**src/rtl/tex_pkg.sv**
```systemverilog
`default_nettype none

package tex_pkg;

    // ------------------------------------------------------------
    // Datapath widths
    // ------------------------------------------------------------
    localparam int coord_w  = 7;     // u and v
    localparam int addr_w   = 18;    // Word address and start register
    localparam int factor_w = 3;     // Row pitch as a power of two
    localparam int texel_w  = 8;
    localparam int word_w   = 32;    // Four texels per word
    localparam int sel_w    = 2;     // Texel within a word

    // ------------------------------------------------------------
    // Texel memory
    // ------------------------------------------------------------
    localparam int mem_depth = 4096;
    localparam int mem_aw    = $clog2(mem_depth);  // Low address bits used

    // Configuration register selector
    typedef enum logic [0:0] {
        reg_start  = 1'b0,
        reg_factor = 1'b1
    } cfg_reg_e;

endpackage

`default_nettype wire

```
**src/rtl/texel_extract.sv**
```systemverilog
`timescale 1ns/1ps
`default_nettype none

module texel_extract
(
    input  logic                        clk,
    input  logic                        rst,
    input  logic [tex_pkg::sel_w-1:0]   texelselect,
    input  logic [tex_pkg::word_w-1:0]  rd_data,
    input  logic                        rd_valid,
    output logic [tex_pkg::texel_w-1:0] texel,
    output logic                        texel_valid
);

    logic [tex_pkg::sel_w-1:0] sel_q;  // Aligned with rd_data

    // ------------------------------------------------------------
    // Select alignment
    // ------------------------------------------------------------
    always_ff @(posedge clk)
    begin
        sel_q <= texelselect;   // Matches memory read latency
    end

    // ------------------------------------------------------------
    // Byte pick and output strobe
    // ------------------------------------------------------------
    always_ff @(posedge clk)
    begin
        if (rd_valid)
        begin
            texel <= rd_data[sel_q*tex_pkg::texel_w +: tex_pkg::texel_w];  // Byte 0 lowest
        end
    end

    always_ff @(posedge clk)
    begin
        if (rst)
        begin
            texel_valid <= 1'b0;
        end
        else
        begin
            texel_valid <= rd_valid;
        end
    end

endmodule

`default_nettype wire

```
**config.mk**
```make
export PLATFORM = sky130hd
export DESIGN_NAME = texel_extract
export DESIGN_NICKNAME = d
export VERILOG_FILES = /design/src/rtl/tex_pkg.sv /design/src/rtl/texel_extract.sv
export SDC_FILE = /design/constraint.sdc
export NUM_CORES = 1
export LEC_CHECK = 0
export ABC_AREA = 1
export BUFFER_PORTS_ARGS = -buffer_cell sky130_fd_sc_hd__buf_2
export CORE_MARGIN = 2
export CORE_UTILIZATION = 36
export DETAILED_ROUTE_END_ITERATION = 8
export PLACE_DENSITY = 0.81
export SLEW_MARGIN = 20
export SYNTH_ARGS = -nofsm -noshare
export SYNTH_HDL_FRONTEND = slang
export SYNTH_SLANG_ARGS = --single-unit
```
**constraint.sdc**
```tcl
create_clock -name clk -period 1 [get_ports clk]
set_input_delay 0.1 -clock clk [delete_from_list [all_inputs] [get_ports clk]]
set_output_delay 0.1 -clock clk [all_outputs]
set_load 0.01 [all_outputs]
```
==> results by group <==
Outcome
  – Status: complete, but fails checks
  – Violations in the final reports: setup timing

Finish
  – Filler-free cell count of the finished design: ~190
  – Antenna Cells: 0
  – Design area: around 1100 um2
  – Register area: 304 um2
  – Post-synthesis to final-layout area growth: 59.3%
  – Fin nets: 198
  – Most used cells in the layout excluding fill and tap cells: sky130_fd_sc_hd__buf_2, sky130_fd_sc_hd__inv_1, sky130_fd_sc_hd__nand2_1
  – Area of combinational cells with multiple inputs: 302 um2
  – Leading cell type in the layout, fill and taps excluded: sky130_fd_sc_hd__buf_2
  – Fraction of final layout cells sized beyond drive strength 1: 0.463
  – Filler cell count: 157

Clocking
  – Reg clk slew, reported paths: 70 ps
  – Clock Sink Count: 11
  – CTS tree: yes
  – Max Root-Sink Buffers: 2
  – Post-CTS Repair Setup Buffers: 0
  – Clock H-tree levels: 1
  – Later-pin clock latency in the skew report: 260 ps
  – TritonCTS Buffers: 3
  – Master cell of the clock root buffer: sky130_fd_sc_hd__clkbuf_4

Detailed routing
  – Number of DRC markers after the initial detailed-route iteration: 19
  – Detailed-route wire length on metal 1: 732 um
  – Count of unresolved DRC violations after routing: 0
  – Via count normalized by instance count: between 4 and 5
  – Wire length per cell after detailed routing: 11.0 um
  – Antenna Violating Nets Remaining: 0
  – Met3 wire length: about 150 um
  – Total Wirelength: around 2000 um
  – Number of detailed-route iterations in the first pass: 4
  – Max layer used: met3
  – Met2 routed wirelength: 1150 um
  – Routed vias: 825

Pwr
  – Total power density per cell area: 1020 nW/um2
  – Leakage power: 0.686 nW
  – VDD IR-drop max: 0.000517 V

STA
  – Fin. max-slew vios: 0
  – Worst slew slack as a fraction of its limit: 0.745
  – Final critical-path setup slack: -4.79 ps
  – Top achievable clock speed: 0.995 GHz
  – Setup repair after global routing missed its margin: true
  – Final setup violation count: 1
  – Number of failing hold endpoints at the final stage: 0
  – Period utilization: 1.00
  – Setup Skew: a little over 8 ps
  – Time the final worst path needs with I/O delays and setup: 1000 ps
  – Transition time at the pin with the least slew margin: 382 ps

Worst setup path
  – CP Data Required Time: 1010 ps
  – Worst reg2reg startpoint: sel_q[0]$_DFF_P_
  – Critical Path Fanout Max: 6
  – Cell depth of the worst flop-to-flop path: 4
  – Critical path data arrival time: 1020 ps
  – Worst setup EP type: flip-flop
  – Launch point of the critical path: sel_q[0]$_DFF_P_
  – Setup CP Type: flip-flop to flip-flop
  – Worst Setup Start Kind: flip-flop

Logic synthesis
  – Instance count of the mapped netlist: 107
  – Sequential cell area fraction in the yosys report: 0.427
  – Number of synthesized register bits: 11
  – Post-synthesis instance area: approximately 700 um2
  – Mean instance size in the synthesized netlist: between 6 and 7 um2
  – Total number of yosys warnings: 0
  – Synth cell types: 10
  – Post-synth net total: 144

Global route
  – Number of global-route vias before repair: 730
  – Initial antenna violation count: 0
  – Global-route wire length before repair: 2720 um
  – Overall overflow remaining after global route: 0
  – Maximum number of pins on one net before global-route repair: 17
  – Global Route Usage Sum: 0.166

Run
  – Maxcap violations: 0

Floorplanning
  – Floorplan die area: about 2300 um2
  – Site row count: 15
  – Height of the die: 48.2 um
  – Initial cell density of the core: 0.394
  – I/O pin count: 46
  – Standard cell core area: 1780 um2
  – Die span in x: 48.2 um

Hold path
  – Worst Hold Class: primary input to flip-flop
  – Depth of the worst hold-timing path: 3
  – Start point of the worst min-delay path: rd_valid

Placement
  – Cell count after placement: 176
  – Placer congestion estimate: roughly 0.8
  – Quantity of I/O buffers inserted on ports: 45
  – Placed cell areas: 947 um2
  – HPWL reported at the end of detailed placement: 1330 um
[metrics by stage]
step	hold slack (ps)	setup TNS, ps	util	worst slack [ps]	total power [mW]
after floorplan	128	0	-	13.0	0.679
after global placement	202	0	0.531	7.67	0.784
after detailed placement	209	-166	0.531	-31.1	0.793
after CTS	159	0	0.566	7.87	1.09
after global routing	178	-151	0.628	-46.9	1.22
final	159	-4.79	0.628	-4.79	1.14
[path summary, 6_finish.rpt]
check	end	slack, ps
max	texel[7]$_DFFE_PP_	-5
min	texel_valid$_SDFF_PP0_	160
max reg2reg	texel[7]$_DFFE_PP_	-5
min reg2reg	texel[1]$_DFFE_PP_	730
[logic make-up after synthesis]
family / Yosys count / synth area share
AND/OR/NAND/NOR: 57 / 0.333
buffers and inverters: 39 / 0.240
flip-flops: 11 / 0.427
[power by group]
| part | switching (mW) | internal, mW |
|---|---|---|
| registers | 0.0106 | 0.527 |
| clock network | 0.147 | 0.154 |
| logic | 0.161 | 0.145 |
| total | 0.318 | 0.826 |
[routing by layer]
metal | up-vias | track usage
met5 | - | 0
met4 | 0 | 0.0649
met3 | 0 | 0.0296
met2 | 37 | 0.326
met1 | 374 | 0.168
li1 | 414 | -
[state kept, by name, indices dropped and copies added (netlist names)]
register	flops
texel	8
sel_q	2
texel_valid	1
[synthesized netlist by cell type, drive strengths merged]
library cell | count | area, um2
buf | 4 | 35.0
nand3 | 16 | 80.1
edfxtp | 8 | 240
nor2 | 1 | 3.75
nand2 | 40 | 150
inv | 35 | 134
dfxtp | 3 | 60.1
[critical path, cell delays in order (launching register included)]
cell and delay (ps):
sky130_fd_sc_hd__dfxtp_4 370, sky130_fd_sc_hd__clkbuf_4 170, sky130_fd_sc_hd__nand2_1 80, sky130_fd_sc_hd__nand3_2 80, sky130_fd_sc_hd__nand2_1 60
[area by class of cell]
cell class,count,area share
flip-flops and latches,11,0.272
multi-input cells,57,0.269
repair buffers,52,0.265
inverters,35,0.128
well taps,25,0.0279
clock buffers,4,0.0235
repair inverters,1,0.0145
[repair_timing]
action | CTS | global route
gates resized for setup | 2 | 28
endpoints found under the setup margin | 8 | 8
hold endpoints to repair | 3 | 0
pin swaps | 0 | 4
hold buffers | 3 | 0
gates cloned | 0 | 2
Power figures use the tool's default switching activity.
