## src/rtl/tex_pkg.sv

```systemverilog
`default_nettype none

package tex_pkg;

    // ------------------------------------------------------------
    // Datapath widths
    // ------------------------------------------------------------
    localparam int coord_w  = 7;     // u and v
    localparam int addr_w   = 18;    // Word address and start register
    localparam int factor_w = 3;     // Row pitch as a power of two
    localparam int texel_w  = 8;
    localparam int word_w   = 32;    // Four texels per word
    localparam int sel_w    = 2;     // Texel within a word

    // ------------------------------------------------------------
    // Texel memory
    // ------------------------------------------------------------
    localparam int mem_depth = 4096;
    localparam int mem_aw    = $clog2(mem_depth);  // Low address bits used

    // Configuration register selector
    typedef enum logic [0:0] {
        reg_start  = 1'b0,
        reg_factor = 1'b1
    } cfg_reg_e;

endpackage

`default_nettype wire

```

## src/rtl/tex_config_regs.sv

```systemverilog
`timescale 1ns/1ps
`default_nettype none

// Host-side registers steering the address mapper.
// One write strobe, one register selected per write.
module tex_config_regs
(
    input  logic                         clk,
    input  logic                         rst,

    // Host write port
    input  logic                         cfg_wr,
    input  tex_pkg::cfg_reg_e            cfg_sel,
    input  logic [tex_pkg::addr_w-1:0]   cfg_data,

    // To address mapper
    output logic [tex_pkg::addr_w-1:0]   start,
    output logic [tex_pkg::factor_w-1:0] factor
);

    // ------------------------------------------------------------
    // Start address register
    // ------------------------------------------------------------
    always_ff @(posedge clk)
    begin
        if (rst)
        begin
            start <= '0;
        end
        else if (cfg_wr && (cfg_sel == tex_pkg::reg_start))
        begin
            start <= cfg_data;
        end
    end

    // ------------------------------------------------------------
    // Pitch factor register
    // ------------------------------------------------------------
    always_ff @(posedge clk)
    begin
        if (rst)
        begin
            factor <= '0;
        end
        else if (cfg_wr && (cfg_sel == tex_pkg::reg_factor))
        begin
            factor <= cfg_data[tex_pkg::factor_w-1:0];  // Upper bits dropped
        end
    end

endmodule

`default_nettype wire

```

## config.mk

```make
export PLATFORM = sky130hd
export DESIGN_NAME = tex_config_regs
export DESIGN_NICKNAME = d
export VERILOG_FILES = /design/src/rtl/tex_pkg.sv /design/src/rtl/tex_config_regs.sv
export SDC_FILE = /design/constraint.sdc
export NUM_CORES = 1
export LEC_CHECK = 0
export BUFFER_PORTS_ARGS = -buffer_cell sky130_fd_sc_hd__buf_4
export CORE_MARGIN = 3
export CORE_UTILIZATION = 40
export CTS_CLUSTER_SIZE = 24
export DETAILED_ROUTE_END_ITERATION = 10
export GPL_TIMING_DRIVEN = 0
export PLACE_DENSITY_LB_ADDON = 0.3
export SETUP_SLACK_MARGIN = 0.3
export SLEW_MARGIN = 20
export SYNTH_ARGS = -nofsm -noshare
export SYNTH_HDL_FRONTEND = slang
export SYNTH_SLANG_ARGS = --single-unit
```

## constraint.sdc

```tcl
create_clock -name clk -period 0.9 [get_ports clk]
set_clock_uncertainty 0.15 [all_clocks]
set_input_delay 0.18 -clock clk [delete_from_list [all_inputs] [get_ports clk]]
set_output_delay 0.18 -clock clk [all_outputs]
set_load 0.01 [all_outputs]
```

==> results.md <==
- Outcome: complete, but fails checks
- Failing checks: hold timing, setup timing
- Vias per cell: 5.080
- Max Buffers Root-to-Sink: 2
- TritonCTS clock tree: built
- Post-synthesis sequential area ratio: 0.4253
- Synth Area per Inst: 10.86 sq um
- Synth cell types: 14
- Rows: 17
- Final-report max-slew violation count: 0
- Cell Pwr Density: 1140 nW/um^2
- Remaining Overflow, GRT: 0
- Tcrit/Tclk final: 1.246
- Layout cells sized above 1: 0.7297
- Die Area: 3104 sq um
- DPL Wire Length: 1.733 mm
- Max_slew headroom: 0.8801
- Peak Freq: 0.8918 GHz
- WHS: -0.02047 ns
- Worst-Skew Late Latency: 0.31 ns
- Reg2Reg Depth: 4
- Yosys reg bits: 21
- Final worst slack: -0.2213 ns
- Worst-path cell chain: buf_6
- Worst Path Arrival: 0.79 ns
- Slowest library cell on the worst path: dfxtp_4
- Final ANT Viol Nets: 0
- Critical path type: flop to output port
- Vias in the first global route: 975
- GRT Overall Usage: 0.1844
- Initial antenna violation count: 0
- DR iter-0 viols: 12
- Core area: 2276 sq um
- Endpoints failing hold: 14
- Fillers: 155
- TNS Setup: -4.171 ns
- First-pass GRT wire length: 4.533 mm
- Ys Warns: 0
- CP max FO: 2
- Die Span Y: 55.71 microns
- P&R area growth vs syn: 74.81%
- # setup viols final: 24
- Syn Nets: 113
- Worst path max stage delay: 0.37 ns
- Worst vdd ir: 796.2 uV
- Clock slew at reported path FFs: 0.11 ns
- Initial Utilization: 0.4343
- Family with the most delay on the worst path: flip-flops
- Launch point of the worst reg-to-reg path: factor[2]
- Ant. Diodes: 0
- Reg2reg setup slack: -0.04 ns
- Worst hold path depth: 3
- Post-Synthesis Cells: 91
- Synth Cell Area: 988.4 sq um
- Hold endpoint: start[16]
- Max Cap Viol: 0
- First drt pass iteration count: 4
- Finished Cell Area: 1728 sq um
- Detailed Route WL: 2.632 mm
- CTS H-tree depth: 1
- R2R Path End: factor[2]
- Worst path buffer plus inverter count: 1
- Largest net degree at the start of global routing: 12
- Worst Path Required: 0.57 ns
- Period minus WS final: 1.121 ns
- Placer Congestion: 0.6914
- Port Buf Inserts: 41
- NumNets Final: 171
- Placed cell areas: 1429 sq um
- Via count: 894
- CP Capture Type: output port
- Min-delay src: cfg_data[16]
- Die width: 55.71 microns
- Drt drc: 0
- Leakage: 0.0007616 uW
- CTS buffer count: 3
- Clk sinks: 21
- RSZ-0062 raised after global routing: true
- Worst-margin pin slew: 0.1799 ns
- I/O pin cnt: 43
- CP Launch Type: flop
- CTS Root Cell: clkbuf_4
- Hold Crit Class: input pin to flop
- DR WL/cell: 14.95 microns
## where the power goes
part	internal [uW]	switching [uW]	total [uW]
combinational	321	176	497
clock	173	283	456
sequential	979	36.2	1020
## placed cells by master (no fill, tap or decap)
master | synthesis | layout
buf_4 | 1 | 21
nand2b_1 | 24 | 14
buf_2 | 3 | 1
dfxtp_2 | 0 | 18
buf_12 | 1 | 1
nor2b_4 | 0 | 1
clkbuf_1 | 2 | 1
mux2i_1 | 6 | 6
buf_8 | 0 | 2
dfxtp_4 | 0 | 3
buf_6 | 1 | 33
nand2_2 | 1 | 1
nand2b_4 | 0 | 10
o21ai_1 | 1 | 4
buf_16 | 0 | 1
nand4bb_1 | 15 | 15
o21ai_2 | 10 | 11
clkbuf_2 | 0 | 2
clkbuf_4 | 0 | 3
## cells by family (layout without fill, tap and decap cells)
family | Yosys count | in the layout | share of synthesized area
AO/OA/AOI/OAI | 15 | 15 | 0.1139
buffers and inverters | 8 | 65 | 0.06203
flip-flops | 21 | 21 | 0.4253
multiplexers | 6 | 6 | 0.06076
AND/OR/NAND/NOR | 41 | 41 | 0.3380
## routing by layer
metal | track usage | vias up | share of wire
met2 | 0.3125 | 29 | 0.51
met4 | 0.06250 | 0 | 0.014
met3 | 0.04872 | 5 | 0.062
li1 | - | 435 | -
met1 | 0.2241 | 425 | 0.41
met5 | 0 | - | 0
## how the worst max path moves through the flow
| stage | depth (start not counted) | endpoint | start | slack (ns) |
|---|---|---|---|---|
| final | 1 | factor[0] | factor[0] | -0.22 |
| after global placement | 5 | start[7] | cfg_wr | -0.16 |
| after global routing | 1 | factor[0] | factor[0] | -0.25 |
| after detailed placement | 4 | factor[2] | cfg_sel | -0.20 |
| after floorplan | 4 | start[4] | cfg_wr | 0.04 |
| after CTS | 1 | factor[0] | factor[0] | -0.23 |
## cell type report
type | instances | area, sq um | share of cell area
Buffer | 8 | 80.08 | 0.04634
Clock buffer | 4 | 26.28 | 0.01521
Multi-Input combinational cell | 62 | 590.6 | 0.3418
Sequential cell | 21 | 454.2 | 0.2629
Tap cell | 28 | 35.03 | 0.02028
Timing Repair Buffer | 53 | 541.8 | 0.3135
## flip-flops by register name, summed over array words and instances, names as in the netlist
signal  cells
factor      3
start      18
## metrics by stage
stage | instances | util | setup slack [ns] | power, uW
6_report | 176 | 0.7592 | -0.2213 | 1969
5_1_grt | 176 | 0.7592 | -0.2509 | 2062
4_1_cts | 171 | 0.7295 | -0.2260 | 1950
3_5_place_dp | 160 | 0.6278 | -0.2010 | 1413
3_3_place_gp | 160 | 0.6278 | -0.1620 | 1402
2_1_floorplan | 91 | - | 0.03530 | 1230
## worst register-to-register path, stage by stage, from the launching register on
cell and delay (ns):
dfxtp_4 0.37, buf_6 0.11, buf_6 0.11, nand2b_4 0.05, mux2i_1 0.06
## repair_timing
action	in CTS	in global routing
hold endpoints to repair	14	9
pin swaps	10	0
gates cloned	1	0
buffers inserted	6	5
gates resized for setup	46	6
endpoints found under the setup margin	42	42
## cell usage after synthesis, drive strengths merged
| master | count | area [sq um] |
|---|---|---|
| nor2b | 1 | 8.760 |
| clkbuf | 2 | 7.510 |
| o21ai | 15 | 112.6 |
| dfxtp | 21 | 420.4 |
| buf | 6 | 53.80 |
| nand2 | 1 | 6.260 |
| nand4bb | 15 | 168.9 |
| nand2b | 24 | 150.1 |
| mux2i | 6 | 60.06 |
Note: power is estimated with default switching activity, not from simulation.
