--- src/rtl/tex_pkg.sv ---
`default_nettype none

package tex_pkg;

    // ------------------------------------------------------------
    // Datapath widths
    // ------------------------------------------------------------
    localparam int coord_w  = 7;     // u and v
    localparam int addr_w   = 18;    // Word address and start register
    localparam int factor_w = 3;     // Row pitch as a power of two
    localparam int texel_w  = 8;
    localparam int word_w   = 32;    // Four texels per word
    localparam int sel_w    = 2;     // Texel within a word

    // ------------------------------------------------------------
    // Texel memory
    // ------------------------------------------------------------
    localparam int mem_depth = 4096;
    localparam int mem_aw    = $clog2(mem_depth);  // Low address bits used

    // Configuration register selector
    typedef enum logic [0:0] {
        reg_start  = 1'b0,
        reg_factor = 1'b1
    } cfg_reg_e;

endpackage

`default_nettype wire

--- src/rtl/linear_map.sv ---
`timescale 1ns/1ps
`default_nettype none

module linear_map
(
    input  logic                         clk,
    input  logic                         rst,
    input  logic                         req,
    input  logic [tex_pkg::coord_w-1:0]  u,
    input  logic [tex_pkg::coord_w-1:0]  v,
    input  logic [tex_pkg::addr_w-1:0]   start,
    input  logic [tex_pkg::factor_w-1:0] factor,
    output logic [tex_pkg::addr_w-1:0]   addr,
    output logic                         addr_valid,
    output logic [tex_pkg::sel_w-1:0]    texelselect
);

    localparam int pad_w = tex_pkg::addr_w - tex_pkg::coord_w;

    logic [tex_pkg::coord_w-1:0] u_q;
    logic [tex_pkg::coord_w-1:0] v_q;
    logic                        req_q;
    logic [tex_pkg::addr_w-1:0]  u_word;   // u / 4, zero extended
    logic [tex_pkg::addr_w-1:0]  v_ext;
    logic [tex_pkg::addr_w-1:0]  v_row;    // v times row pitch

    // ------------------------------------------------------------
    // Stage 1: coordinate capture
    // ------------------------------------------------------------
    always_ff @(posedge clk)
    begin
        if (req)
        begin
            u_q <= u;
            v_q <= v;
        end
    end

    always_ff @(posedge clk)
    begin
        if (rst)
            req_q <= 1'b0;
        else
            req_q <= req;
    end

    // ------------------------------------------------------------
    // Stage 2: row-pitched word address
    // ------------------------------------------------------------
    assign u_word = {{(pad_w + tex_pkg::sel_w){1'b0}}, u_q[tex_pkg::coord_w-1:tex_pkg::sel_w]};
    assign v_ext  = {{pad_w{1'b0}}, v_q};

    always_comb
    begin
        case (factor)
            3'd0: v_row = v_ext;
            3'd1: v_row = v_ext << 1;
            3'd2: v_row = v_ext << 2;
            3'd3: v_row = v_ext << 3;
            3'd4: v_row = v_ext << 4;
            3'd5: v_row = v_ext << 5;
            3'd6: v_row = v_ext << 6;
            3'd7: v_row = v_ext << 7;   // Widest pitch still fits in addr_w
        endcase
    end

    always_ff @(posedge clk)
    begin
        addr        <= start + u_word + v_row;  // Wraps at addr_w bits
        texelselect <= u_q[tex_pkg::sel_w-1:0];
    end

    always_ff @(posedge clk)
    begin
        if (rst)
            addr_valid <= 1'b0;
        else
            addr_valid <= req_q;
    end

endmodule

`default_nettype wire

--- config.mk ---
export PLATFORM = sky130hd
export DESIGN_NAME = linear_map
export DESIGN_NICKNAME = d
export VERILOG_FILES = /design/src/rtl/tex_pkg.sv /design/src/rtl/linear_map.sv
export SDC_FILE = /design/constraint.sdc
export NUM_CORES = 1
export LEC_CHECK = 0
export BUFFER_PORTS_ARGS = -buffer_cell sky130_fd_sc_hd__buf_2
export CORE_ASPECT_RATIO = 0.6
export CORE_MARGIN = 1
export CORE_UTILIZATION = 45
export CTS_CLUSTER_SIZE = 20
export DETAILED_ROUTE_END_ITERATION = 10
export HOLD_SLACK_MARGIN = 0.03
export PLACE_DENSITY = 0.74
export SYNTH_ARGS = -nofsm -noshare
export SYNTH_HDL_FRONTEND = slang
export SYNTH_SLANG_ARGS = --single-unit
export TNS_END_PERCENT = 50
--- constraint.sdc ---
create_clock -name clk -period 4.2 [get_ports clk]
set_clock_uncertainty 0.2 [all_clocks]
set_input_delay 0.21 -clock clk [delete_from_list [all_inputs] [get_ports clk]]
set_output_delay 0.21 -clock clk [all_outputs]
set_load 0.1 [all_outputs]
==> impl_metrics.ini, run 1 <==
[logic_synthesis]
synth_top_area_cell = dfxtp_1
ys_seq_elements = 36
synth_edf_count = 14
synth_nets = 255
ys_warn_count = 0
synth_area_um2 = 2100
yosys.cell_types.count = 42
syn_area_per_cell_um2 = 11.2
syn_inst = 188
synth-main-ff-cell = dfxtp_1
synth_area_leaders = dfxtp_1 (21%), edfxtp_1 (20%), ha_1 (14%)
ys_seq_area_share_pct = 41.0
yosysMostFrequentCell = ha_1
async_reset_ff_share_pct = 0
synthTopCellsByCount = ha_1 (23), dfxtp_1 (22), nand2_1 (15)
synth_top_area_share_pct = 21.0

[placement]
place_area_um2 = 2450
hpwlAfterDp_um = 3520
place_inst = 302
gp_congestion = 0.884
io_buffers = 58

[clock_network]
cts_buffers = 5
cts_sinks = 36
clockBufferDepth = 2
clkTransAtPathRegs_ns = 0.08
cts_tree = done
post_cts_buffers = 0
cts_resized = 0
cts_root_buf = clkbuf_8
insertion_delay_ns = 0.29
htreeDepth = 2

[power]
irDropWorstVdd_uv = 240
p_per_area_nw_per_um2 = 579
p_sw_w = 0.000796
finalPower_w = 0.00159
power_frac_comb_pct = 51.9
p_seq_share_pct = 28.6
p_leak_nw = 1.28
p_int_w = 0.000795
switching_share_pct = 50.0
clkPwrFrac_pct = 19.5

[global_routing]
grt_pass1_wl_um = 7160
met1_usage_pct = 27.5
grt.overflow.total = 0
grt_pass1_vias = 1530
grt_max_degree = 20
top_usage_layer = met2
grt_util_met3_pct = 5.87
globalRouteMet2Util_pct = 29.4
track_usage_pct = 19.5
antenna_found_initial = 0

[timing]
finalMaxSlewViolations = 0
hold_viol = 0
relSlewSlack_pct = 63.1
timing.final.crit_share_pct = 89.2
fmax_mhz = 267
fin_setup_tns_ns = 0
finalCriticalPeriod_ns = 3.75
finalSetupViolCount = 0
tightest_slew_ns = 0.547
hold_slack_ns = 0.126
rsz0062_at_grt = no

[floorplan]
io_pins = 59
row_count = 18
die_x_um = 90.2
fp.dieArea_um2 = 4950
die_h_um = 54.9
core_um2 = 4280
start_util_pct = 49.1

[critical_path]
worstRegToRegCells = 13
end_kind = flip-flop
cp_data_arrival_time_ns = 3.78
worstSetupPathType = reg -> reg
startpoint_type = flip-flop
crit_required_ns = 4.24
critPathMaxFanout = 4

[finish]
area_growth_pct = 31.0
instances_no_fill = 329
stdcell_area_um2 = 2750
drive_above_1_share_pct = 29.7
fin_nets = 335
diodes = 0

[hold_path]
min_path_type = in -> reg
hold_depth = 4

[drt]
drt_iter0_markers = 44
post_drt_wl_per_cell_um = 13.8
firstDrtPassIters = 4
antenna_left = 0
routed_via_density = 5.05
vias = 1662
drt_wl_total_um = 4560
drc = 0

[outcome]
status = finished clean

[flow_run]
maxCapViolations = 0
==> per-stage QoR <==
stage / worst slack (ns) / utilization [%]
after floorplan: 1.12 / -
after global placement: 0.846 / 57.2
after detailed placement: 0.770 / 57.2
after CTS: 0.440 / 64.3
after global routing: 0.216 / 64.3
final: 0.452 / 64.3
==> metal layers <==
metal | routed length [µm] | up-vias | share of wire (%)
met5 | 0 | - | 0
met4 | 19 | 0 | 0.42
met3 | 319 | 2 | 7.0
met2 | 1860 | 63 | 41
met1 | 2350 | 756 | 52
li1 | - | 841 | -
==> power groups by stage <==
stage | combinational [W] | clock (W) | sequential [W]
2_1_floorplan | 0.000218 | 0 | 0.000924
3_3_place_gp | 0.000803 | 0 | 0.000462
6_report | 0.000826 | 0.000310 | 0.000454
5_1_grt | 0.000868 | 0.000333 | 0.000461
4_1_cts | 0.000827 | 0.000316 | 0.000455
3_5_place_dp | 0.000811 | 0 | 0.000463
==> cells in the final DEF (no fill, tap or decap), types with 2 or more instances in the layout <==
master	instances
a211oi_1	2
a21boi_2	2
a21o_1	6
a21oi_1	6
a31oi_1	2
and2_1	4
buf_2	58
clkbuf_8	5
dfxtp_1	22
dlygate4sd3_1	19
edfxtp_1	14
fa_1	6
ha_1	23
inv_1	6
mux2_2	3
mux2i_1	4
nand2_1	15
nand2b_1	2
nand3_1	4
nor2_1	8
nor2b_1	6
nor3_1	2
o21ai_0	9
o22ai_1	6
xnor2_1	8
xor2_1	7
==> timing repair <==
| action | 4_1_cts | 5_1_grt |
|---|---|---|
| hold buffers | 19 | 0 |
| setup endpoints to repair | 0 | 0 |
| hold endpoints to repair | 19 | 0 |
==> cell families after synthesis <==
| kind of cell | after synthesis | share of synthesized area [%] |
|---|---|---|
| AOI/OAI and AO/OA | 44 | 16.4 |
| xor gates and xnor gates | 15 | 6.26 |
| adders and majority gates | 29 | 19.4 |
| buffers and inverters | 10 | 1.85 |
| DFF | 36 | 41.0 |
| muxes | 7 | 3.52 |
| and+or+nand+nor | 47 | 11.5 |
==> registers in the layout, indices dropped and copies added, names as in the netlist <==
name         cells
u_q              7
texelselect      2
req_q            1
v_q              7
addr            18
addr_valid       1
==> worst max-delay path: stages, from the launching register on <==
cell and delay, ns:
edfxtp_1 0.36, inv_1 0.06, o21a_1 0.20, mux2_2 0.29, o21ai_0 0.21, fa_1 0.45
ha_1 0.38, a21o_1 0.23, a21oi_1 0.18, o21ai_2 0.11, and3b_4 0.21, o221ai_2 0.14
xnor2_1 0.13, dlygate4sd3_1 0.55
==> worst paths after layout <==
| kind | startpoint | endpoint | slack [ns] |
|---|---|---|---|
| worst min-delay path | start[0] | addr[0]$_DFF_P_ | 0.13 |
| worst max-delay path | v_q[2]$_DFFE_PP_ | addr[16]$_DFF_P_ | 0.45 |
| worst max register to register | v_q[2]$_DFFE_PP_ | addr[16]$_DFF_P_ | 0.45 |
| worst min register to register | u_q[1]$_DFFE_PP_ | texelselect[1]$_DFF_P_ | 0.15 |
==> layout make-up <==
cell class | instances | area [µm²]
Tap cell | 60 | 75.1
Inverter | 6 | 22.5
Multi-Input combinational cell | 142 | 1200
Clock buffer | 5 | 68.8
Sequential cell | 36 | 861
Clock inverter | 3 | 42.5
Fill cell | 365 | 1530
Timing Repair Buffer | 77 | 480
(Power assumes the default switching activity.)
==> run 2, diff against run 1 <==
- GPL_ROUTABILITY_DRIVEN: not set -> 0
- REMOVE_ABC_BUFFERS: not set -> 1
- TNS_END_PERCENT: 50 -> 20
==> run 2 against run 1 <==
  * Sequential share of layout area increased by 0.33 points
  * Count of clock-buffer cells in the layout is the same
  * Register-to-register slack about the same
  * First-iteration DRC count up 77%
  * Via count shrank 1.1%
  * Global-route usage shrank 1.0 points
  * Cell count stayed put
  * Critical path depth is the same
  * Design area down 1.0%
  * Sequential cell count unchanged
  * Clock power is 25% lower
  * Critical endpoint unchanged
  * Highest routed layer unchanged
==> impl_metrics.ini, run 2 (synthesized netlist as in run 1, its figures left out) <==
[global_routing]
track_usage_pct = 18.5
grt_max_degree = 20
antenna_found_initial = 0
grt_pass1_wl_um = 6840
grt.overflow.total = 0
grt_pass1_vias = 1472

[finish]
diodes = 0
area_growth_pct = 29.6
layout_commonest_cell = buf_2
fin_nets = 335
final_cell_mix = buf_2 (58), ha_1 (23), dfxtp_1 (22), dlygate4sd3_1 (19), nand2_1 (15)
largest_reg_flops = 18
regMostFlops = addr
drive_above_1_share_pct = 29.4
top_regs = addr: 18 flops, u_q: 7 flops, v_q: 7 flops
fillerInstances = 360

[critical_path]
worstRegToRegCells = 13
cp_data_arrival_time_ns = 3.78
critPathMaxFanout = 4
worst_r2r_startpoint = v_q[2]$_DFFE_PP_
startpoint_type = flip-flop
r2r_setup_slack_ns = 0.46
crit_start = v_q[2]$_DFFE_PP_
end_kind = flip-flop
crit_required_ns = 4.24
crit_end = addr[16]$_DFF_P_
regToRegEndpoint = addr[16]$_DFF_P_
worstSetupPathType = reg -> reg

[clock_network]
htreeDepth = 2
cts_buffers = 5
cts_tree = done
cts_sinks = 36
clkTransAtPathRegs_ns = 0.07
clockBufferDepth = 2
postCtsHoldBufs = 19
insertion_delay_ns = 0.29
cts_root_buf = clkbuf_8
cts_resized = 0
post_cts_buffers = 0

[timing]
tightest_slew_ns = 0.526
finalMaxSlewViolations = 0
fin_setup_tns_ns = 0
finalSetupViolCount = 0
timing.final.crit_share_pct = 89.1
relSlewSlack_pct = 64.5
hold_slack_ns = 0.116
finalCriticalPeriod_ns = 3.74
fmax_mhz = 267
hold_viol = 0
rsz0062_at_grt = no

[floorplan]
die_x_um = 90.2
fp.dieArea_um2 = 4950
core_um2 = 4280
start_util_pct = 49.1
row_count = 18
die_h_um = 54.9
io_pins = 59

[placement]
io_buffers = 58
hpwlAfterDp_um = 3250

[drt]
post_drt_wl_per_cell_um = 13.1
drt_wl_total_um = 4320
drc = 0
drt_iter0_markers = 78
vias = 1643
antenna_left = 0
routed_via_density = 4.99
firstDrtPassIters = 4

[outcome]
status = finished clean

[power]
p_leak_nw = 1.27
p_per_area_nw_per_um2 = 555
irDropWorstVdd_uv = 216

[flow_run]
maxCapViolations = 0

[hold_path]
min_path_type = in -> reg
==> run 2: cell types whose count changed in the layout (fill, tap and decap cells not counted), sizes merged <==
cell	before	now
clkinvlp	1	0
bufinv	1	0
clkinv	1	3
==> run 2: power by group <==
part / internal [W] / switching (W) / total, W
Combinational: 0.000181 / 0.000640 / 0.000821
Clock: 0.000112 / 0.000121 / 0.000234
Sequential: 0.000438 / 0.0000173 / 0.000456
==> run 2: worst min path at each step <==
stage / from / cells past startpoint / end / slack [ns]
2_1_floorplan: rst / 1 / addr_valid$_SDFF_PP0_ / 0.08
4_1_cts: start[0] / 4 / addr[0]$_DFF_P_ / 0.11
3_5_place_dp: u_q[0]$_DFFE_PP_ / 0 / texelselect[0]$_DFF_P_ / 0.13
3_3_place_gp: u_q[1]$_DFFE_PP_ / 0 / texelselect[1]$_DFF_P_ / 0.12
6_report: start[0] / 4 / addr[0]$_DFF_P_ / 0.12
5_1_grt: start[0] / 4 / addr[0]$_DFF_P_ / 0.12
==> run 2: cell type report <==
class / count / area (µm²) / share of cell area [%]
clock buffers: 5 / 68.8 / 2.53
well taps: 60 / 75.1 / 2.76
clock inverters: 3 / 13.8 / 0.506
flip-flops and latches: 36 / 861 / 31.6
repair buffers: 77 / 480 / 17.7
inverters: 6 / 22.5 / 0.828
multi-input cells: 142 / 1200 / 44.1
==> run 2: critical path, cell delays in order (launching register included) <==
cell and delay, ns:
edfxtp_1 0.36, inv_1 0.07, o21a_1 0.18, mux2_2 0.27, o21ai_0 0.24, fa_1 0.46
ha_1 0.37, a21o_1 0.23, a21oi_1 0.17, o21ai_2 0.11, and3b_4 0.21, o221ai_2 0.14
xnor2_1 0.13, dlygate4sd3_1 0.55
==> run 2: metrics by stage <==
stage               setup slack, ns  utilization [%]  area [µm²]  instances  total power [W]
finish                        0.458             63.6        2720        329          0.00151
CTS                           0.470             63.6        2720        329          0.00152
global placement              0.845             57.2        2450        302          0.00127
detailed placement            0.828             57.2        2450        302          0.00127
floorplan                      1.18                -        2080        184          0.00114
global route                  0.266             63.6        2720        329          0.00158
==> run 2: layer usage <==
layer | up-vias | GRT usage [%] | share of wire (%)
met5 | - | 0 | 0
met4 | 0 | 3.23 | 0.44
met3 | 3 | 5.33 | 8.3
met2 | 76 | 27.6 | 41
met1 | 721 | 27.0 | 51
li1 | 843 | - | -
